<file path="src/source/dual_port_memory.sv">
`default_nettype none

module dual_port_memory #(
    parameter int WIDTH      = 32,
    parameter int LINE_COUNT = 64
) (
    input  logic                          CLK,
    input  logic [$clog2(LINE_COUNT)-1:0] write_addr,
    input  logic [WIDTH-1:0]              write_data,
    input  logic                          write_en,
    input  logic [$clog2(LINE_COUNT)-1:0] read_addr,
    input  logic                          read_en,
    output logic [WIDTH-1:0]              read_data
);

    logic [WIDTH-1:0] mem [LINE_COUNT];

    always_ff @(posedge CLK)
    begin
        if (write_en)
            mem[write_addr] <= write_data;
    end

    // Output holds while read_en is low
    always_ff @(posedge CLK)
    begin
        if (read_en)
            read_data <= mem[read_addr];
    end

endmodule

`default_nettype wire

</file>
<file path="config.mk">
export PLATFORM = sky130hd
export DESIGN_NAME = dual_port_memory
export DESIGN_NICKNAME = d
export VERILOG_FILES = /design/src/source/dual_port_memory.sv
export SDC_FILE = /design/constraint.sdc
export NUM_CORES = 2
export LEC_CHECK = 0
export BUFFER_PORTS_ARGS = -buffer_cell sky130_fd_sc_hd__buf_2
export CELL_PAD_IN_SITES_DETAIL_PLACEMENT = 0
export CELL_PAD_IN_SITES_GLOBAL_PLACEMENT = 2
export CORE_MARGIN = 3
export CORE_UTILIZATION = 55
export DETAILED_ROUTE_END_ITERATION = 6
export GPL_TIMING_DRIVEN = 0
export PLACE_DENSITY_LB_ADDON = 0.12
export SETUP_SLACK_MARGIN = 0.05
export SYNTH_ARGS = -nofsm -noshare
export SYNTH_HDL_FRONTEND = slang
export SYNTH_SLANG_ARGS = --single-unit
export TNS_END_PERCENT = 100
</file>
<file path="constraint.sdc">
create_clock -name CLK -period 8 [get_ports CLK]
set_input_delay 0.8 -clock CLK [delete_from_list [all_inputs] [get_ports CLK]]
set_output_delay 0.8 -clock CLK [all_outputs]
set_load 0.02 [all_outputs]
</file>
==> flow_summary.ini <==
[place]
hpwl_mm = 150
portBuffers = 70
globalplace.congestion = 0.987
dp_cells = 5354
dp_slack_ns = 2.58

[layout]
stdcell_count = 5736
nNetsFinal = 3719
area_growth_pct = 13.9
drive_gt1_share_pct = 28.9
fin_util_pct = 63.3

[synthesis]
syn_inst = 3324
async_flop_share_pct = 0
synthDistinctLibCells = 33
syn_nets = 3371
yosysMostFrequentCell = edfxtp_1
synth_area_leaders = edfxtp_1, mux4_2, mux2i_1
synth_common_cells = edfxtp_1, mux4_2, nor2_1, mux2i_1, o22ai_1
seq_area_frac_synth_pct = 79.2
synth-seq-cells = 2080
syn_avg_cell_area_um2 = 23.7
synth-main-ff-cell = edfxtp_1
ys_warn_count = 0
synthesis.area_um2 = 78800
yosysTopAreaCell = edfxtp_1
synth_top_area_share_pct = 79.2
synth-edff-count = 2080

[hold_path]
hp-class = in -> reg
hold_path_depth = 1

[setup_path]
cp_slowest_cell = buf_1
r2r_cells = 4
required_ns = 8.53
worstSetupPathType = in -> reg
crit_family = buffers and inverters
cp_cell_sequence = buf_2 -> buf_2 -> buf_2 -> buf_1 -> nand3b_1 -> o221ai_1 -> a21oi_1 -> a21oi_1 -> nor2_1
crit_arrival_ns = 5.36
worstPathMaxFanout = 10
slowest_delay_ns = 0.87
worst-path-stages = 9
cpMostUsedCell = buf_2
end_kind = register
worstSetupStartpointType = input port
worst-path-buf-inv = 4

[clocking]
clk_transition_reported_paths_ns = 0.06
cts_buffer_depth = 3
htreeDepth = 4
cts_buffers = 205
ctsResizeCount = 0
clk_latency_ns = 0.84
cts_setup_buffers = 0
cts.sinks = 2080
cts-root-buf = clkbuf_16
hold_buffers = 0
cts_tree = done

[route]
dr.pass1.iters = 6
avgRoutedWirePerCell_um = 40.7
drt_iter0_markers = 5920
drc = 0
via_per_inst = 6.81
wl_mm = 233
vias = 39100
drtAntennaViolNets = 0

[grt]
grt.busiest_layer = met2
grt_pass1_wl_mm = 316
antenna_found_initial = 21
grt_util_met3_pct = 7.16
use_met1_pct = 45.1
grt_pass1_vias = 38200
grt_overflow_total = 0
grtUsageMet2_pct = 49.9
grt_max_degree = 65
track_usage_pct = 32.1

[run_status]
status = complete, no violations

[timing]
setup_ws_ns = 3.17
finalCriticalPeriod_ns = 4.83
finalSetupViolations = 0
slew_viol_final = 0
fmax_mhz = 207
slew_headroom_pct = 0.477
rsz0062_at_grt = false
finalSetupTns_ns = 0
clock_skew_ns = 0.0406
period_share_pct = 60.4
hold_violations = 0
worst_slew_pin_slew_ns = 1.49

[die]
start_util_pct = 55.5
die_area_um2 = 148000
fp.coreArea_um2 = 142000
ios = 79
rows = 138
die_h_um = 385
dieWidth_um = 385

[power_and_ir_drop]
p_leak_nw = 27.8
vdd_ir_drop_max_mv = 0.198
powerDensity_nw_per_um2 = 252

[run]
max-cap-violations = 0
## final cells by class
| class | instances | area [µm²] |
|---|---|---|
| Multi-Input combinational cell | 1062 | 16000 |
| Clock inverter | 114 | 922 |
| Clock buffer | 259 | 5460 |
| Buffer | 182 | 887 |
| Sequential cell | 2080 | 62500 |
| Timing Repair Buffer | 141 | 1730 |
| Fill cell | 9453 | 52100 |
| Antenna cell | 8 | 20.0 |
| Tap cell | 1890 | 2360 |
## per-layer routing
layer  vias up  routed length (µm)
met2      2542              111000
li1      15000                   -
met3       426               25800
met1     21100               86100
met5         -                 315
met4        12               10300
## sequential cells by signal, summed over array words and instances, names as in the netlist
name and cells:
read_data 32, mem 2048
## worst paths after layout
| check | endpoint | slack (ns) | start |
|---|---|---|---|
| min reg2reg | read_data[4] | 1.06 | mem[13][4] |
| max | read_data[19] | 3.17 | read_addr[1] |
| min | mem[28][16] | 0.56 | write_data[16] |
| max reg2reg | read_data[10] | 5.03 | mem[15][10] |
## per-stage QoR
| stage | instance area (µm²) | power, mW | hold WS, ns |
|---|---|---|---|
| 3_5_place_dp | 83400 | 13.6 | 1.04 |
| 5_1_grt | 89800 | 23.2 | 0.551 |
| 6_report | 89800 | 22.6 | 0.564 |
| 4_1_cts | 89700 | 22.7 | 0.634 |
| 3_3_place_gp | 81600 | 13.6 | 1.09 |
| 2_1_floorplan | 78800 | 12.9 | 0.750 |
## cell usage in the layout, fill, tap and decap left out, types with 12 or more instances in the layout
cell type	synthesis	final
nand2_1	26	26
mux4_2	544	544
buf_12	0	63
edfxtp_1	2080	2080
o22ai_1	84	84
a22oi_1	12	12
o221ai_1	27	27
a21oi_1	62	62
buf_6	5	13
buf_4	25	36
nor2_4	0	62
buf_1	21	20
clkbuf_16	0	211
mux2i_1	93	93
nor2_1	137	75
nor2b_1	15	15
clkinv_2	0	25
bufinv_16	0	14
clkinv_1	0	57
buf_2	57	117
clkbuf_1	74	122
## cells by family after synthesis
kind of cell | synth area share, %
flops | 79.2
mux | 16.7
simple gates | 1.26
compound gates | 1.67
buf+inv | 1.12
## worst reg2reg max path, stage by stage (launching register included)
cell,delay [ns]
edfxtp_1,0.35
mux4_2,0.51
mux4_2,0.57
o22ai_1,0.93
nor2_1,0.26
## power breakdown
| group | switching (mW) | total [mW] | internal, mW |
|---|---|---|---|
| clock network | 3.96 | 9.21 | 5.25 |
| logic | 0.875 | 1.28 | 0.404 |
| registers | 0.0220 | 12.1 | 12.1 |
| total | 4.86 | 22.6 | 17.7 |
Power figures use the tool's default switching activity.
