`src/source/cache_geom_pkg.sv`:
```
`default_nettype none

package cache_geom_pkg;

    // Fetch address and instruction
    localparam int ADDR_W = 32;
    localparam int WORD_W = 32;

    // Block geometry
    localparam int WORDS_PER_BLOCK = 4;
    localparam int BLOCK_W = WORD_W * WORDS_PER_BLOCK;
    localparam int OFFSET_W = $clog2(BLOCK_W / 8);

    // Default set count, tag width follows from it
    localparam int LINE_COUNT_DEF = 64;
    localparam int TAG_W = ADDR_W - OFFSET_W - $clog2(LINE_COUNT_DEF);

    typedef struct packed {
        logic              valid;
        logic [ADDR_W-1:0] pc;
    } fetch_t;

    typedef struct packed {
        logic             valid;
        logic [TAG_W-1:0] tag;
    } tag_entry_t;

    typedef enum logic [2:0] {
        IDLE,
        SEND_ADDR,
        WAIT_DATA,
        WRITE_WAY,
        REPLAY
    } refill_state_e;

endpackage

`default_nettype wire

```
`src/source/l2_bus_pkg.sv`:
```
`default_nettype none

package l2_bus_pkg;

    localparam int BLOCK_ADDR_W = cache_geom_pkg::ADDR_W - cache_geom_pkg::OFFSET_W;

    // L1 to L2, block address only
    typedef struct packed {
        logic [BLOCK_ADDR_W-1:0] block_addr;
    } l2_addr_t;

    // L2 to L1, word 0 sits in the low bits
    typedef struct packed {
        logic [cache_geom_pkg::WORDS_PER_BLOCK-1:0][cache_geom_pkg::WORD_W-1:0] words;
    } l2_block_t;

endpackage

`default_nettype wire

```
`src/source/refill_controller.sv`:
```
`default_nettype none

module refill_controller #(
    parameter int LINE_COUNT = 64,
    parameter type tag_entry_t = cache_geom_pkg::tag_entry_t
) (
    input  logic                          CLK,
    input  logic                          arst_n,
    input  logic                          miss,
    input  cache_geom_pkg::fetch_t        miss_fetch,
    input  logic [$clog2(LINE_COUNT)-1:0] hit_set,
    input  logic                          hit_way,
    input  logic                          hit_en,
    output logic                          refill_done,
    output logic [LINE_COUNT-1:0]         valid0,
    output logic [LINE_COUNT-1:0]         valid1,
    output logic [$clog2(LINE_COUNT)-1:0] wr_set,
    output tag_entry_t                    wr_tag,
    output l2_bus_pkg::l2_block_t         wr_blk,
    output logic                          wr_en0,
    output logic                          wr_en1,
    output l2_bus_pkg::l2_addr_t          l2_req,
    output logic                          l2_req_valid,
    input  logic                          l2_req_ready,
    input  l2_bus_pkg::l2_block_t         l2_rsp,
    input  logic                          l2_rsp_valid,
    output logic                          l2_rsp_ready
);

    localparam int SET_W = $clog2(LINE_COUNT);
    localparam int TAG_W = $bits(tag_entry_t) - 1;

    cache_geom_pkg::refill_state_e state_q;
    cache_geom_pkg::refill_state_e state_d;
    logic [LINE_COUNT-1:0]         lru_q;
    logic                          victim;

    // Set and tag come straight from the pending block address
    assign wr_set = l2_req.block_addr[SET_W-1:0];

    always_comb
    begin
        wr_tag       = '0;
        wr_tag.valid = 1'b1;
        wr_tag.tag   = l2_req.block_addr[SET_W +: TAG_W];
    end

    // Empty way first, else the way not used last
    always_comb
    begin
        if (!valid0[wr_set])
            victim = 1'b0;
        else if (!valid1[wr_set])
            victim = 1'b1;
        else
            victim = !lru_q[wr_set];
    end

    always_comb
    begin
        state_d = state_q;
        case (state_q)
            cache_geom_pkg::IDLE:
                if (miss && miss_fetch.valid)
                    state_d = cache_geom_pkg::SEND_ADDR;
            cache_geom_pkg::SEND_ADDR:
                if (l2_req_ready)
                    state_d = cache_geom_pkg::WAIT_DATA;
            cache_geom_pkg::WAIT_DATA:
                if (l2_rsp_valid)
                    state_d = cache_geom_pkg::WRITE_WAY;
            cache_geom_pkg::WRITE_WAY:
                state_d = cache_geom_pkg::REPLAY;
            default:
                state_d = cache_geom_pkg::IDLE;
        endcase
    end

    assign l2_req_valid = (state_q == cache_geom_pkg::SEND_ADDR);
    assign l2_rsp_ready = (state_q == cache_geom_pkg::WAIT_DATA);
    assign wr_en0       = (state_q == cache_geom_pkg::WRITE_WAY) && !victim;
    assign wr_en1       = (state_q == cache_geom_pkg::WRITE_WAY) && victim;
    assign refill_done  = (state_q == cache_geom_pkg::REPLAY);

    always_ff @(posedge CLK or negedge arst_n)
    begin
        if (!arst_n)
        begin
            state_q <= cache_geom_pkg::IDLE;
            valid0  <= '0;
            valid1  <= '0;
            lru_q   <= '0;
        end
        else
        begin
            state_q <= state_d;
            if (state_q == cache_geom_pkg::WRITE_WAY)
            begin
                if (victim)
                    valid1[wr_set] <= 1'b1;
                else
                    valid0[wr_set] <= 1'b1;
                lru_q[wr_set] <= victim;
            end
            else if (hit_en)
                lru_q[hit_set] <= hit_way;
        end
    end

    always_ff @(posedge CLK)
    begin
        if ((state_q == cache_geom_pkg::IDLE) && miss && miss_fetch.valid)
            l2_req.block_addr <= miss_fetch.pc[cache_geom_pkg::ADDR_W-1:cache_geom_pkg::OFFSET_W];
        if (l2_rsp_valid && l2_rsp_ready)
            wr_blk <= l2_rsp;
    end

endmodule

`default_nettype wire
```
`config.mk`:
```
export PLATFORM = sky130hd
export DESIGN_NAME = refill_controller
export DESIGN_NICKNAME = d
export VERILOG_FILES = /design/src/source/cache_geom_pkg.sv /design/src/source/l2_bus_pkg.sv /design/src/source/refill_controller.sv
export SDC_FILE = /design/constraint.sdc
export NUM_CORES = 1
export LEC_CHECK = 0
export BUFFER_PORTS_ARGS = -buffer_cell sky130_fd_sc_hd__buf_2
export CORE_AREA = 2 2 190 192
export DETAILED_ROUTE_END_ITERATION = 8
export DIE_AREA = 0 0 192 194
export GPL_TIMING_DRIVEN = 0
export HOLD_SLACK_MARGIN = 0.08
export PLACE_DENSITY = 0.66
export RECOVER_POWER = 50
export SLEW_MARGIN = 30
export SYNTH_ARGS = -nofsm -noshare
export SYNTH_HDL_FRONTEND = slang
export SYNTH_SLANG_ARGS = --single-unit
```
`constraint.sdc`:
```
create_clock -name CLK -period 8.9 [get_ports CLK]
set_input_delay 1.335 -clock CLK [delete_from_list [all_inputs] [get_ports CLK]]
set_output_delay 1.335 -clock CLK [all_outputs]
set_load 0.03 [all_outputs]
```
==> results of run 1 <==
-- area by class of cell --
cell class              instances  area (sq um)  area share (%)
diodes                          2          5.00          0.0266
plain buffers                  91           533            2.84
clock buffers                  48          1070            5.70
clock inverters                19           251            1.34
inverters                       4          15.0          0.0799
multi-input cells             639          4320            23.0
flip-flops and latches        351          9560            50.9
well taps                     461           577            3.07
repair buffers                493          2460            13.1
-- flip-flops by register name, indices dropped and copies added, names as in the netlist --
signal / cells
l2_req: 28
wr_blk: 128
lru_q: 64
valid0: 64
valid1: 64
state_q: 3
-- power breakdown --
part	total, mW	internal, mW	leakage, nW	switching [mW]
logic	1.41	0.420	3.88	0.986
registers	2.21	2.02	3.92	0.186
clock network	1.69	1.03	0.651	0.665
total	5.31	3.47	8.45	1.84
-- metrics by stage --
stage	hold slack [ps]	instance area [sq um]	utilization, %	cells	worst slack [ps]
after floorplan	477	14400	-	1085	4020
after global placement	467	17400	49.3	2029	2780
after detailed placement	472	17600	49.9	2039	3580
after CTS	488	18900	53.6	2106	3000
after global routing	499	18800	53.4	2107	2780
final	482	18800	53.4	2108	2880
-- worst paths after layout --
kind,startpoint,end,cells after the start
hold / removal,valid0[34],valid0[34],1
setup / recovery,l2_req[2],wr_en1,13
max in group asynchronous,arst_n,valid0[37],1
hold reg to reg,valid0[34],valid0[34],1
min in group asynchronous,arst_n,valid0[15],1
setup reg to reg,state_q[1],wr_blk[96],4
-- per-layer routing --
| metal | vias to the layer above | GRT usage, % |
|---|---|---|
| met5 | - | 0 |
| met4 | 0 | 14.8 |
| met3 | 185 | 10.1 |
| met2 | 925 | 51.5 |
| met1 | 6148 | 42.6 |
| li1 | 5120 | - |
-- Yosys cell counts, types with 3 or more instances --
| cell | count |
|---|---|
| a211o_1 | 3 |
| a21oi_1 | 9 |
| a221o_1 | 8 |
| a221oi_1 | 14 |
| a22o_1 | 6 |
| a22oi_1 | 11 |
| a32oi_1 | 63 |
| and2_1 | 4 |
| and3b_1 | 3 |
| buf_1 | 7 |
| buf_2 | 14 |
| buf_4 | 34 |
| buf_6 | 6 |
| clkbuf_1 | 29 |
| dfrtp_1 | 195 |
| edfxtp_1 | 156 |
| inv_1 | 4 |
| mux2_2 | 5 |
| mux2i_1 | 38 |
| mux4_2 | 8 |
| nand2_1 | 138 |
| nand2b_1 | 70 |
| nand3_1 | 3 |
| nand3b_1 | 6 |
| nor2_1 | 33 |
| nor2b_1 | 7 |
| nor3_1 | 16 |
| nor3b_1 | 7 |
| nor4_1 | 3 |
| o21ai_0 | 68 |
| o21bai_1 | 43 |
| o21bai_2 | 20 |
| o221ai_1 | 5 |
| o22a_1 | 7 |
| o22ai_1 | 15 |
| o32ai_1 | 3 |
-- cell families after synthesis --
logic type / synth area share (%)
AND/OR/NAND/NOR: 10.2
flip-flops: 66.5
multiplexers: 4.29
AO/OA/AOI/OAI: 15.1
buffers and inverters: 3.81
other: 0.0261
==> summary.md, run 1 <==
| Metric | Value |
|---|---|
| Initial antenna violation count | 8 |
| Met1 Wirelength | 23800 um |
| Total Routed Length | 62700 um |
| Final Skew | 13.8 ps |
| First-pass GRT wire length | 86800 um |
| Met3 WL post-DR | 7170 um |
| Startpoint types | register |
| CP Max Fanout | 10 |
| Sequential share of the synthesized area | 66.5% |
| Worst path most repeated cell | buf_2 |
| RSZ-0062 raised after global routing | false |
| Main flop type after synthesis | dfrtp_1 |
| Largest area contributor in the netlist | dfrtp_1 |
| Period minus WS final | 6020 ps |
| Vias in the first global route | 12100 |
| Share of cells above drive strength 1 | 37.5% |
| Netlist cell types | 55 |
| Post-Syn Instances | 1085 |
| Crit path capture type | primary output |
| Syn nets | 1259 |
| Layout filler cell count | 3182 |
| Vias per std cell | 5.87 |
| CP max stage delay | 550 ps |
| Post-cts gate resize count | 0 |
| Area contributors post-synth | dfrtp_1 (34%), edfxtp_1 (33%), a32oi_1 (3.8%) |
| Share of the synthesized area in the top cell type | 34.0% |
| CTS root buf | clkbuf_16 |
| 1st-pass router iterations | 6 |
| Worst-Margin Slew | 3550 ps |
| Hold Crit Class | register to register |
| Post-DRT Antenna Nets | 0 |
| Fin. max-slew vios | 192 |
| Critical path's slowest cell | edfxtp_1 |
| Max Cap Violations | 4 |
| Rel. slew slack | -137% |
| Delay-heaviest family, CP | buffers and inverters |
| RD Place Congestion | 0.993 |
| Sink Count | 351 |
| Peak VDD IR | 0.000159 V |
| Input/output buffers | 483 |
| Clock Latency Late Sink | 540 ps |
| Max Freq | 166 MHz |
| Via Count | 12400 |
| DIE AREA | 37200 sq um |
| Area Overhead vs Synth | 30.8% |
| WP buf/inv | 7 |
| Cell Chain, Critical Path | buf_4 -> inv_1 -> buf_2 -> buf_4 -> o221ai_1 -> o221ai_1 -> a21oi_1 -> nor4_1 -> o211ai_1 -> buf_2 -> buf_1 -> nor2_1 -> buf_2 |
| Setup CP Type | register to primary output |
| Final Setup Violations | 0 |
| Row cnt | 69 |
| Drc violations | 0 |
| Post-CTS setup buffers | 0 |
| DR WL met2 | 28600 um |
| Yosys reg bits | 351 |
| CTS H-tree lvls | 2 |
| Crit share post-route | 67.6% |
| I/O pin total | 492 |
| Async SR Flop Fraction | 55.6% |
| Syn_area_per_cell | 13.2 sq um |
| Pwr Density | 282 nW/um^2 |
| Hold_buf cts | 0 |
| Failing checks | capacitance limit, slew limit |
| Total CTS buffers | 40 |
| Worst EP required | 7570 ps |
| Max layer used | met4 |
| Die height | 194 um |
| Most common cell after layout, fill and taps aside | buf_2 |
| Final hold violations | 0 |
| Starting Density | 40.8% |
| Core area | 35200 sq um |
| Pwr Total | 5.31 mW |
| WL/cell | 29.7 um |
| Largest net degree at the start of global routing | 70 |
| Chip Width | 192 um |
| Total global routing track utilization | 33.1% |
| Clock Tree Buf Depth | 3 |
| Grt total ovfl | 0 |
| Commonest cells after routing, fill and taps aside | buf_2 (460), dfrtp_1 (195), edfxtp_1 (156) |
| Dpl hpwl | 46800 um |
| Syn Std Cell Area | 14400 sq um |
| NumNets Final | 1794 |
| CTS tree | done |
| EDFF count, synth | 156 |
| Iteration-0 DRC Markers | 1463 |
| Status | complete, but fails checks |
| LEAKAGE | 8.45 nW |
| Clk pin slew, worst setup/hold paths | 60 ps |
| Synth Warn # | 0 |
| Setup_tns | 0 ps |
| Arr. time, crit path | 4680 ps |
| Reg2reg setup slack | 3730 ps |
Power figures use the tool's default switching activity.
==> inputs of run 2 (changes only) <==
==> constraint.sdc (replaced) <==
create_clock -name CLK -period 5.7 [get_ports CLK]
set_input_delay 0.855 -clock CLK [delete_from_list [all_inputs] [get_ports CLK]]
set_output_delay 0.855 -clock CLK [all_outputs]
set_load 0.03 [all_outputs]
==> run 2 against run 1 <==
  * The flow still finishes with violations (capacitance limit, slew limit)
  * Final area down 0.67%
  * Cell count about the same
  * Worst setup slack worse by 2700 ps
  * Largest cell class unchanged
  * Largest power group unchanged
==> summary.md, run 2 (synthesis gave the netlist of run 1 again) <==
| Metric | Value |
|---|---|
| Status | complete, but fails checks |
| Failing checks | capacitance limit, slew limit |
| Final Skew | 12.1 ps (-1.75 ps) |
| Total global routing track utilization | 33.1% (unchanged) |
| Core area | 35200 sq um (unchanged) |
| Hold Crit Class | register to register |
| Switch Pwr | 2.87 mW (+56%) |
| Post-route insts no fill | 2107 (-0.047%) |
| Max reg flops | 128 (unchanged) |
| Starting Density | 40.8% (unchanged) |
| Peak VDD IR | 0.000248 V (+56%) |
| Largest Register | wr_blk |
| Total CTS buffers | 40 (unchanged) |
| WL/cell | 29.8 um (+0.15%) |
| Period minus WS final | 5510 ps |
| Delay-heaviest family, CP | buffers and inverters |
| CTS root buf | clkbuf_16 |
| Area Overhead vs Synth | 29.9% |
| CTS tree | done |
| Chip Width | 192 um (unchanged) |
| Switching share of power | 34.7% (+0.12 points) |
| Pwr Density | 443 nW/um^2 (+57%) |
| Setup_tns | 0 ps (unchanged) |
| Clock Tree Buf Depth | 3 (unchanged) |
| CTS H-tree lvls | 2 (unchanged) |
| I/O pin total | 492 (unchanged) |
| Grt total ovfl | 0 (unchanged) |
| Worst-Margin Slew | 3240 ps (-305 ps) |
| Max layer used | met4 |
| NumNets Final | 1794 (unchanged) |
| Cell Chain, Critical Path | buf_4 -> inv_1 -> buf_2 -> buf_4 -> o221ai_1 -> o221ai_1 -> a21oi_1 -> nor4_1 -> o211ai_1 -> buf_2 -> buf_1 -> nor2_1 -> buf_2 |
| Commonest cells after routing, fill and taps aside | buf_2 (365), dfrtp_1 (195), clkbuf_1 (171) |
| Seq pwr share | 41.6% (about the same) |
| Post-CTS setup buffers | 0 (unchanged) |
| Iteration-0 DRC Markers | 1464 (+0.068%) |
| Clk pwr share | 32.0% (about the same) |
| Arr. time, crit path | 4650 ps (-30 ps) |
| Met3 WL post-DR | 7280 um (+1.5%) |
| Clk pin slew, worst setup/hold paths | 60 ps (about the same) |
| Via Count | 12300 (-0.50%) |
| Dpl hpwl | 46800 um (unchanged) |
| Rel. slew slack | -116% (+20 points) |
| Die height | 194 um (unchanged) |
| 1st-pass router iterations | 7 (+1) |
| Worst EP required | 4850 ps (-2720 ps) |
| Total Routed Length | 62700 um (+0.10%) |
| Comb pwr share | 26.4% (about the same) |
| WHS | 484 ps (+2.16 ps) |
| Post-Place Cells | 2039 (unchanged) |
| Setup CP Type | register to primary output |
| Met1 Wirelength | 23800 um (+0.20%) |
| Vias in the first global route | 12100 (unchanged) |
| Row cnt | 69 (unchanged) |
| Largest net degree at the start of global routing | 70 (unchanged) |
| First-pass GRT wire length | 86800 um (unchanged) |
| Crit path capture type | primary output |
| Register area | 9560 sq um (unchanged) |
| Crit share post-route | 96.6% |
| RD Place Congestion | 0.993 (unchanged) |
| Sink Count | 351 (unchanged) |
| Vias per std cell | 5.85 (-0.45%) |
| Layout filler cell count | 3236 (+1.7%) |
| LEAKAGE | 8.17 nW (-3.3%) |
| Hold_buf cts | 0 (unchanged) |
| Pwr Total | 8.27 mW (+56%) |
| Max Freq | 182 MHz |
| Critical path's slowest cell | edfxtp_1 |
| Internal | 5.40 mW (+56%) |
| Area of the multi-input gates | 4320 sq um (unchanged) |
| Worst path most repeated cell | buf_2 |
| Startpoint types | register |
| Max Cap Violations | 4 (unchanged) |
| Post-DRT Antenna Nets | 0 (unchanged) |
| Share of cells above drive strength 1 | 31.9% (-5.7 points) |
| CP Max Fanout | 10 (unchanged) |
| RSZ-0062 raised after global routing | false |
| Initial antenna violation count | 8 (unchanged) |
| Drc violations | 0 (unchanged) |
| DIE AREA | 37200 sq um (unchanged) |
| Final hold violations | 0 (unchanged) |
| Fin. max-slew vios | 233 (+21%) |
| DR WL met2 | 28500 um (-0.26%) |
| Most common cell after layout, fill and taps aside | buf_2 |
| Post-cts gate resize count | 0 (unchanged) |
| Final Setup Violations | 0 (unchanged) |
| WP buf/inv | 7 (unchanged) |
| CP max stage delay | 550 ps (about the same) |
| Input/output buffers | 483 (unchanged) |
| Clock Latency Late Sink | 540 ps (about the same) |
[run 2: cell types whose count changed in the layout (fill, tap and decap cells not counted)]
cell and change:
buf_2 -95, clkbuf_1 +93, clkbuf_2 +2, buf_12 +1
buf_16 -1, diode_2 -1
[run 2: final timing paths]
path,startpoint,end,slack (ps),depth (start not counted)
worst min register to register,valid0[35],valid0[35],480,1
max in group asynchronous,arst_n,valid1[1],1220,2
worst min-delay path,valid0[35],valid0[35],480,1
worst max-delay path,l2_req[2],wr_en1,190,13
min in group asynchronous,arst_n,valid0[15],1400,1
worst max register to register,l2_req[1],valid1[5],1540,11
[run 2: worst register-to-register path: cells and delay by family (launching register included)]
family / cells / cell delay (ps)
buf+inv: 4 / 1660
compound gates: 5 / 1250
flops: 1 / 520
simple gates: 2 / 580
[run 2: layout make-up]
class	count	area share (%)
clock inverter	19	1.35
buffer	91	2.85
inverter	4	0.0804
antenna	1	0.0134
sequential	351	51.2
timing repair buffer	493	12.5
multi-input combinational	639	23.1
clock buffer	48	5.74
tap	461	3.09
[run 2: layer usage]
metal	track usage, %	up-vias
li1	-	5118
met1	42.6	6124
met2	51.5	890
met3	10.1	184
met4	14.8	0
met5	0	-
[run 2: through the flow]
step                      cell area [sq um]  worst slack (ps)  util (%)
after detailed placement              17600               856      49.9
final                                 18700               194      53.0
after global placement                17400              60.4      49.3
after CTS                             18900               283      53.6
after floorplan                       14400               816         -
after global routing                  18700              59.6      53.0
[run 2: power by group through the flow]
stage / Combinational (mW) / Clock [mW] / Sequential (mW)
6_report: 2.18 / 2.65 / 3.44
5_1_grt: 2.29 / 2.76 / 3.48
4_1_cts: 2.19 / 2.67 / 3.42
3_5_place_dp: 2.19 / 0 / 3.47
3_3_place_gp: 2.13 / 0 / 3.49
2_1_floorplan: 0.854 / 0 / 3.93
