==> src/source/cache_geom_pkg.sv <==
`default_nettype none

package cache_geom_pkg;

    // Fetch address and instruction
    localparam int ADDR_W = 32;
    localparam int WORD_W = 32;

    // Block geometry
    localparam int WORDS_PER_BLOCK = 4;
    localparam int BLOCK_W = WORD_W * WORDS_PER_BLOCK;
    localparam int OFFSET_W = $clog2(BLOCK_W / 8);

    // Default set count, tag width follows from it
    localparam int LINE_COUNT_DEF = 64;
    localparam int TAG_W = ADDR_W - OFFSET_W - $clog2(LINE_COUNT_DEF);

    typedef struct packed {
        logic              valid;
        logic [ADDR_W-1:0] pc;
    } fetch_t;

    typedef struct packed {
        logic             valid;
        logic [TAG_W-1:0] tag;
    } tag_entry_t;

    typedef enum logic [2:0] {
        IDLE,
        SEND_ADDR,
        WAIT_DATA,
        WRITE_WAY,
        REPLAY
    } refill_state_e;

endpackage

`default_nettype wire

==> src/source/l2_bus_pkg.sv <==
`default_nettype none

package l2_bus_pkg;

    localparam int BLOCK_ADDR_W = cache_geom_pkg::ADDR_W - cache_geom_pkg::OFFSET_W;

    // L1 to L2, block address only
    typedef struct packed {
        logic [BLOCK_ADDR_W-1:0] block_addr;
    } l2_addr_t;

    // L2 to L1, word 0 sits in the low bits
    typedef struct packed {
        logic [cache_geom_pkg::WORDS_PER_BLOCK-1:0][cache_geom_pkg::WORD_W-1:0] words;
    } l2_block_t;

endpackage

`default_nettype wire

==> src/source/icache_lookup.sv <==
`default_nettype none

module icache_lookup #(
    parameter int LINE_COUNT = 64,
    parameter type tag_entry_t = cache_geom_pkg::tag_entry_t
) (
    input  logic                              CLK,
    input  logic                              arst_n,
    input  logic [cache_geom_pkg::ADDR_W-1:0] pc,
    input  logic                              pc_valid,
    input  logic                              stall,
    output logic                              pc_ready,
    output logic [cache_geom_pkg::WORD_W-1:0] instr,
    output logic                              instr_valid,
    output logic [$clog2(LINE_COUNT)-1:0]     rd_set,
    output logic                              rd_en,
    input  tag_entry_t                        tag0,
    input  tag_entry_t                        tag1,
    input  l2_bus_pkg::l2_block_t             blk0,
    input  l2_bus_pkg::l2_block_t             blk1,
    input  logic [LINE_COUNT-1:0]             valid0,
    input  logic [LINE_COUNT-1:0]             valid1,
    output logic                              miss,
    output cache_geom_pkg::fetch_t            miss_fetch,
    output logic [$clog2(LINE_COUNT)-1:0]     hit_set,
    output logic                              hit_way,
    output logic                              hit_en,
    input  logic                              refill_done
);

    localparam int SET_W = $clog2(LINE_COUNT);
    localparam int TAG_W = $bits(tag_entry_t) - 1;
    localparam int OFFSET_W = cache_geom_pkg::OFFSET_W;

    typedef enum logic [1:0] {
        RUN,
        HOLD,
        REREAD
    } mode_e;

    mode_e                  mode_q;
    cache_geom_pkg::fetch_t if1_q;
    cache_geom_pkg::fetch_t if2_q;
    cache_geom_pkg::fetch_t if3_q;
    l2_bus_pkg::l2_block_t  blk3_q;
    logic [TAG_W-1:0]       tag2;
    logic                   hit0;
    logic                   hit1;
    logic                   advance;

    ////////////////////////////////////////
    // IF2 tag compare
    ////////////////////////////////////////

    assign tag2    = if2_q.pc[cache_geom_pkg::ADDR_W-1 -: TAG_W];
    assign hit_set = if2_q.pc[OFFSET_W +: SET_W];
    assign hit0    = valid0[hit_set] && tag0.valid && (tag0.tag == tag2);
    assign hit1    = valid1[hit_set] && tag1.valid && (tag1.tag == tag2);

    assign miss       = if2_q.valid && !(hit0 || hit1) && (mode_q == RUN) && !stall;
    assign miss_fetch = if2_q;
    assign advance    = (mode_q == RUN) && !stall && !miss;
    assign pc_ready   = advance;

    assign hit_en  = if2_q.valid && advance;
    assign hit_way = hit1;

    // Replay reads the IF2 set first, normal flow reads the IF1 set
    assign rd_set = (mode_q == RUN) ? if1_q.pc[OFFSET_W +: SET_W] : hit_set;
    assign rd_en  = advance
                 || (!stall && ((mode_q == REREAD) || ((mode_q == HOLD) && refill_done)));

    always_ff @(posedge CLK or negedge arst_n)
    begin
        if (!arst_n)
        begin
            mode_q      <= RUN;
            if1_q       <= '0;
            if2_q       <= '0;
            if3_q       <= '0;
            instr_valid <= 1'b0;
        end
        else
        begin
            case (mode_q)
                RUN:
                    if (miss)
                        mode_q <= HOLD;
                HOLD:
                    if (refill_done)
                        mode_q <= stall ? REREAD : RUN;
                default:
                    if (!stall)
                        mode_q <= RUN;
            endcase

            if (advance)
            begin
                if1_q.valid <= pc_valid;
                if1_q.pc    <= pc;
                if2_q       <= if1_q;
                if3_q       <= if2_q;
            end
            else if (!stall)
                if3_q.valid <= 1'b0;

            if (!stall)
                instr_valid <= if3_q.valid;
        end
    end

    ////////////////////////////////////////
    // Way and word select
    ////////////////////////////////////////

    always_ff @(posedge CLK)
    begin
        if (advance)
            blk3_q <= hit1 ? blk1 : blk0;
        if (!stall)
            instr <= blk3_q.words[if3_q.pc[OFFSET_W-1:2]];
    end

endmodule

`default_nettype wire

==> config.mk <==
export PLATFORM = sky130hd
export DESIGN_NAME = icache_lookup
export DESIGN_NICKNAME = d
export VERILOG_FILES = /design/src/source/cache_geom_pkg.sv /design/src/source/l2_bus_pkg.sv /design/src/source/icache_lookup.sv
export SDC_FILE = /design/constraint.sdc
export NUM_CORES = 1
export LEC_CHECK = 0
export BUFFER_PORTS_ARGS = -buffer_cell sky130_fd_sc_hd__buf_4
export CAP_MARGIN = 20
export CORE_AREA = 3 3 213 215
export CTS_CLUSTER_SIZE = 25
export DETAILED_ROUTE_END_ITERATION = 8
export DIE_AREA = 0 0 216 218
export PLACE_DENSITY = 0.59
export SYNTH_ARGS = -nofsm -noshare
export SYNTH_HDL_FRONTEND = slang
export SYNTH_SLANG_ARGS = --single-unit
export TNS_END_PERCENT = 5
==> constraint.sdc <==
create_clock -name CLK -period 13 [get_ports CLK]
set_clock_uncertainty 0.15 [all_clocks]
set_input_delay 1.95 -clock CLK [delete_from_list [all_inputs] [get_ports CLK]]
set_output_delay 1.95 -clock CLK [all_outputs]
set_load 0.005 [all_outputs]
==> results.md, run 1 <==
* Setup crit end kind: output pin
* Die Ht at about 220 um
* Worst R2R Start: hit_set[1]
* Initial core utilization at 30.3%
* Post-Syn Area at 13300 um^2
* Worst Setup SP: tag0[17]
* Synth unique cells at 50
* Hpwl dp at 35400 um
* Initial antenna violation count at 2
* CP max-delay cell: buf_4
* Cts hold-fix bufs at 0
* Crit path cell chain: buf_4, xnor2_1, nand4b_1, nor4_1, or3b_2, o22ai_4, buf_4, buf_4, nor2_1, a21oi_4, buf_4, buf_4
* Vias in the first global route at 11363
* Worst EP required at 10900 ps
* Area of the die at 47100 um^2
* Leakage at 7.74 nW
* XOR/XNOR share of the synthesized area at between 2 and 3%
* Worst-Margin Slew at roughly 1000 ps
* Core Box Area at 43900 um^2
* Total I/O pin count at 550
* Final min period at 7800 ps
* Area grow syn2layout at 40.7%
* Post-Syn Nets at 1527
* Antenna cells at 0
* Layout fillers at around 4200
* Drt pass-1 iters at 4
* Clock Sink Count at 232
* Vias per cell at 5.12
* Avg Cell Area, Syn at 12.5 um^2
* CTS H-tree lvls at 1
* CP bufs+invs at 5
* Combinational share of power at between 10% and 20%
* CTS tree: built
* Max Cap Viol at 0
* Unrepaired setup endpoints after global routing: no
* Crit-path max FO at 53
* Resize count post-CTS at 0
* Peak Freq at 128 MHz
* Initial drt markers at 722
* Startpoint types: input pin
* Fin. max-slew vios at 0
* GPL Wtd Cong at 0.939
* NetSw at 413 uW
* Simple-Gate Fraction of Synth Area at 9.08%
* DRC at 0
* Share of layout cells above drive strength 1 at 52.5%
* Mux share of post-synthesis cell area at 22.0%
* Origin of the worst min-delay path: if3_q[32]
* Adder-Cell Fraction of Synth Area at 0%
* First-pass GRT wire length at 69900 um
* Register area share after synthesis at 49.7%
* Final cell count without fillers at approximately 2200
* Final setup violation count at 0
* Clock Pin Slew Worst Setup and Hold Paths at 60 ps
* Clock Path Buffers at 3
* Crit Path Category: in -> out
* Tot GR Track Use at 19.4%
* Total placed cells including tap cells at 2113
* Max transition margin at between 30 and 40%
* Worst EP arrival at 5700 ps
* Fin Setup TNS at 0 ps
* Ys async rst share at 31.0%
* Seq pwr share at 44.4%
* Most used cell, CP: buf_4
* Final wirelength at 47800 um
* Number of flops mapped to enable cells by yosys at 160
* Antenna Nets Post-Route at 0
* CTS Buf Count at 26
* Largest net degree at the start of global routing at 138
* Peak supply drop at roughly 0.000073 V
* Final period utilization at about three fifths
* Slack of the worst reg-to-reg path at ~7500 ps
* Yosys warns at 0
* Mapped Cells at 1060
* Synth Register Bits at 232
* Cell-internal power at 1.39 mW
* PortBufs at 549
* Worst-Skew Late Latency at 530 ps
* Synth Area in Compound Gates at 12.4%
* Min Hold Slack at 350 ps
* Layout Nets at 2017
* Fin. Hold Viols at 0
* Largest family of logic cells by synthesized area: multiplexers
* Top FF cell, synth: edfxtp_1
* Post-CTS setup buffer count at 0
* Outcome: finished clean
* Net Sw Frac at between 20% and 30%
* Remaining global-route overflow at 0
* Core Rows at 77
* Clock share of power at 40.7%
* Worst hold path class: reg -> reg
* Die width at between 200 and 250 um
* Root buf cell: clkbuf_16
* Top delay family on crit path: buffers and inverters
* PwrDens at 96.2 nW/um^2
* Post-DR wirelength/cell at 22.1 um
* CP max stage delay at 570 ps
* Routed via count at around 11000
## area by class of cell
cell class                      count  area [um^2]  area share [%]
Clock buffer                       34          702            3.75
Multi-Input combinational cell    719         6220            33.2
Clock inverter                     13          148           0.789
Timing Repair Buffer              567         4280            22.9
Tap cell                          592          741            3.96
Inverter                            4         15.0          0.0802
Sequential cell                   232         6610            35.3
## synthesized netlist by cell type (all sizes together), types with 17 or more instances
cell | n | share of area, %
and3 | 68 | 3.2
a21oi | 69 | 2.6
nand2 | 80 | 2.3
clkbuf | 58 | 1.6
buf | 47 | 2.1
xor2 | 18 | 1.2
xnor2 | 27 | 1.8
mux2 | 144 | 12
dfrtp | 72 | 14
o211ai | 135 | 7.9
edfxtp | 160 | 36
mux4 | 53 | 9.0
nor2 | 17 | 0.48
## layout by cell type (no fill, tap or decap), types with 8 or more instances in the layout
| cell | instances |
|---|---|
| buf_4 | 566 |
| edfxtp_1 | 160 |
| mux2_2 | 144 |
| o211ai_1 | 127 |
| nand2_1 | 79 |
| and3_1 | 68 |
| a21oi_1 | 68 |
| dfrtp_1 | 67 |
| mux4_2 | 53 |
| xnor2_1 | 27 |
| clkbuf_16 | 27 |
| xor2_1 | 18 |
| nor2_1 | 17 |
| nor2b_1 | 11 |
| mux2i_1 | 11 |
| nand4_1 | 11 |
| o21ai_0 | 8 |
| o211ai_2 | 8 |
## worst paths after layout
kind,end,cells past startpoint
worst min register to register,if3_q[32],2
worst max register to register,blk3_q[4],12
max in group asynchronous,hit_set[1],1
worst min-delay path,if3_q[32],2
min in group asynchronous,miss_fetch[15],1
worst max-delay path,pc_ready,12
## power by group through the flow
stage / Clock [mW] / Sequential [mW] / Combinational (mW)
after floorplan: 0 / 0.813 / 0.106
after global placement: 0 / 0.813 / 0.262
after detailed placement: 0 / 0.814 / 0.265
after CTS: 0.755 / 0.799 / 0.267
after global routing: 0.785 / 0.799 / 0.292
final: 0.733 / 0.799 / 0.268
## through the flow
stage / cell area (um^2) / util, % / power (mW) / worst slack [ps]
floorplan: 13300 / - / 0.918 / 881
global placement: 17800 / 40.6 / 1.08 / 5190
detailed placement: 17800 / 40.6 / 1.08 / 5190
CTS: 18700 / 42.5 / 1.82 / 5170
global route: 18700 / 42.6 / 1.87 / 5020
finish: 18700 / 42.6 / 1.80 / 5200
## routing by layer
metal  vias up  part of all wire (%)  track usage (%)
met5         -                 0.042                0
met4         2                   2.2             4.55
met1      5411                    38             23.0
met3        48                   7.2             4.17
li1       5133                     -                -
met2       478                    52             35.9
## worst reg2reg max path, delay by kind of cell, from the launching register on
| family | cells | cell delay (ps) |
|---|---|---|
| flip-flops | 1 | 540 |
| multiplexers | 1 | 270 |
| AO/OA/AOI/OAI | 4 | 970 |
| buffers and inverters | 5 | 2880 |
| AND/OR/NAND/NOR | 2 | 310 |
## logic make-up after synthesis
| kind of cell | count (synthesis) |
|---|---|
| compound gates | 239 |
| xor+xnor | 45 |
| buf+inv | 109 |
| flops | 232 |
| mux | 208 |
| simple gates | 227 |
## registers in the layout (all words and copies together) (netlist names)
signal	count
blk3_q	128
mode_q	2
instr	32
miss_fetch	27
hit_set	6
if1_q	33
if3_q	3
instr_valid	1
No activity file was read; power rests on OpenSTA's default activity.
==> run 2, diff against run 1 <==
--- a/config.mk
+++ b/config.mk
@@ -7,11 +7,11 @@
 export LEC_CHECK = 0
 export BUFFER_PORTS_ARGS = -buffer_cell sky130_fd_sc_hd__buf_4
 export CAP_MARGIN = 20
-export CORE_AREA = 3 3 213 215
+export CORE_AREA = 3 3 212 214
 export CTS_CLUSTER_SIZE = 25
 export DETAILED_ROUTE_END_ITERATION = 8
-export DIE_AREA = 0 0 216 218
-export PLACE_DENSITY = 0.59
+export DIE_AREA = 0 0 215 217
+export PLACE_DENSITY = 0.61
 export SYNTH_ARGS = -nofsm -noshare
 export SYNTH_HDL_FRONTEND = slang
 export SYNTH_SLANG_ARGS = --single-unit
==> constraint.sdc (replaced) <==
create_clock -name CLK -period 6.9 [get_ports CLK]
set_clock_uncertainty 0.15 [all_clocks]
set_input_delay 1.035 -clock CLK [delete_from_list [all_inputs] [get_ports CLK]]
set_output_delay 1.035 -clock CLK [all_outputs]
set_load 0.005 [all_outputs]
==> results.md, run 2 (synthesis gave the netlist of run 1 again) <==
* Root buf cell: clkbuf_16 (unchanged)
* Fin util at 43.6% (was 42.6%)
* Largest net degree at the start of global routing at 129 (was 138)
* Clock share of power at 43.1% (was 40.7%)
* Core Rows at 76 (was 77)
* Crit-path max FO at 55 (was 53)
* Fin area at 18800 um^2 (was 18700 um^2)
* Overall Power at 3.53 mW (was 1.80 mW)
* Worst-Margin Slew at 1040 ps (was 1000 ps)
* Share of layout cells above drive strength 1 at 52.7% (was 52.5%)
* Critical Path Sink: pc_ready (unchanged)
* Startpoint types: flip-flop (was input pin)
* Worst Setup SP: hit_set[2] (was tag0[17])
* Worst EP arrival at 4160 ps (was 5700 ps)
* Layout fillers at 4088 (was 4172)
* Drt pass-1 iters at 5 (was 4)
* Initial core utilization at 30.9% (was 30.3%)
* Area grow syn2layout at 41.2% (was 40.7%)
* Crit Path Category: reg -> out (was in -> out)
* Register bank with the most flops: blk3_q (unchanged)
* Core Box Area at 43100 um^2 (was 43900 um^2)
* Worst-Skew Late Latency at 530 ps (about the same)
* Total placed cells including tap cells at 2105 (was 2113)
* Slack of the worst reg-to-reg path at 2270 ps (was 7450 ps)
* CP max-delay cell: dfrtp_1 (was buf_4)
* Max FFs per register at 128 (unchanged)
* Vias in the first global route at 11426 (was 11363)
* Max transition margin at 31.0% (was 33.3%)
* DRC at 0 (unchanged)
* Peak supply drop at 0.000134 V (was 0.0000731 V)
* Final cell count without fillers at 2154 (was 2161)
* Clock Sink Count at 232 (unchanged)
* Final wirelength at 47400 um (was 47800 um)
* Total I/O pin count at 550 (unchanged)
* Max Cap Viol at 0 (unchanged)
* Crit path cell chain: buf_4, mux4_2, mux2i_1, a221oi_1, a32o_4, nor2_1, a21oi_4, buf_4 (was buf_4, xnor2_1, nand4b_1, nor4_1, or3b_2, o22ai_4, buf_4, buf_4, nor2_1, a21oi_4, buf_4, buf_4)
* Most frequent cells in the layout: buf_4 (564), edfxtp_1 (160), mux2_2 (144) (was buf_4 (566), edfxtp_1 (160), mux2_2 (144))
* Worst R2R Start: hit_set[2] (was hit_set[1])
* Min Hold Slack at 362 ps (was 350 ps)
* Peak Freq at 187 MHz
* Remaining global-route overflow at 0 (unchanged)
* Commonest non-fill, non-tap cell in the layout: buf_4 (unchanged)
* PwrDens at 188 nW/um^2 (was 96.2 nW/um^2)
* CTS Buf Count at 26 (unchanged)
* Resize count post-CTS at 0 (unchanged)
* CTS H-tree lvls at 1 (unchanged)
* Fin. max-slew vios at 0 (unchanged)
* Dpl ws at 1660 ps (was 5190 ps)
* Final period utilization at 77.4%
* Cell-internal power at 2.72 mW (was 1.39 mW)
* First-pass GRT wire length at 70500 um (was 69900 um)
* Net Sw Frac at 23.0% (about the same)
* CTS tree: built (unchanged)
* Largest registers: blk3_q x128, if1_q x33, instr x32 (unchanged)
* NetSw at 811 uW (was 413 uW)
* Cts hold-fix bufs at 0 (unchanged)
* Area of the die at 46700 um^2 (was 47100 um^2)
* Hpwl dp at 35400 um (about the same)
* Clock Pin Slew Worst Setup and Hold Paths at 60 ps (about the same)
* Reg2reg path depth at 8 (was 12)
* Post-CTS setup buffer count at 0 (unchanged)
* Antenna Nets Post-Route at 0 (unchanged)
* Fin Setup TNS at 0 ps (unchanged)
* Initial drt markers at 661 (was 722)
* Worst hold path class: reg -> reg (unchanged)
* Placed cell area at 17800 um^2 (about the same)
* Combinational share of power at 14.3% (was 14.9%)
* Most used cell, CP: buf_4 (unchanged)
* Initial antenna violation count at 2 (unchanged)
* Layout Nets at 2015 (was 2017)
* Setup ws final at 1560 ps (was 5200 ps)
* Worst EP required at 5710 ps (was 10900 ps)
* Seq pwr share at 42.6% (was 44.4%)
* PortBufs at 549 (unchanged)
* GPL Wtd Cong at 0.944 (was 0.939)
* Fin. Hold Viols at 0 (unchanged)
* CP max stage delay at 930 ps (was 570 ps)
* Post-DR wirelength/cell at 22.0 um (was 22.1 um)
* Routed via count at 11003 (was 11072)
* Die width at 215 um (was 216 um)
* Worst Hold Path Cells at 1 (was 2)
* Die Ht at 217 um (was 218 um)
* Vias per cell at 5.11 (was 5.12)
* Leakage at 7.76 nW (was 7.74 nW)
* R2r endpoint: blk3_q[58] (was blk3_q[4])
* Unrepaired setup endpoints after global routing: no (unchanged)
* Final setup violation count at 0 (unchanged)
* Final min period at roughly 5300 ps
* Clock Path Buffers at 3 (unchanged)
* Outcome: finished clean (unchanged)
* Tot GR Track Use at 19.5% (was 19.4%)
* Setup crit end kind: output pin (unchanged)
[run 2: critical path, delay by kind of cell (launching register included)]
family / cells / cell delay (ps)
buffers and inverters: 2 / 500
flip-flops: 1 / 930
multiplexers: 2 / 370
AO/OA/AOI/OAI: 3 / 1590
AND/OR/NAND/NOR: 1 / 200
[run 2: power groups by stage]
stage	Clock (mW)	Combinational [mW]	Sequential [mW]
4_1_cts	1.57	0.509	1.50
3_3_place_gp	0	0.500	1.53
5_1_grt	1.63	0.548	1.50
3_5_place_dp	0	0.508	1.53
6_report	1.52	0.505	1.50
2_1_floorplan	0	0.200	1.53
[run 2: how the worst min path moves through the flow]
stage	slack, ps	end	startpoint
floorplan	300	if3_q[32]	if3_q[32]
global placement	350	instr_valid	if3_q[32]
detailed placement	350	instr_valid	if3_q[32]
CTS	370	instr_valid	if3_q[32]
global route	400	instr_valid	if3_q[32]
finish	360	instr_valid	if3_q[32]
[run 2: final cells by class]
class,instances,area [um^2],share of cell area [%]
Timing Repair Buffer,565,4250,22.6
Sequential cell,232,6610,35.2
Antenna cell,1,2.50,0.0133
Clock inverter,18,259,1.38
Tap cell,585,732,3.90
Multi-Input combinational cell,719,6220,33.1
Clock buffer,30,687,3.66
Inverter,4,15.0,0.0799
[run 2: routing by layer]
| layer | wire length (um) | global-route usage, % |
|---|---|---|
| met5 | 14 | 0 |
| met4 | 1070 | 4.78 |
| met3 | 3380 | 4.64 |
| met2 | 24600 | 35.7 |
| met1 | 18300 | 23.1 |
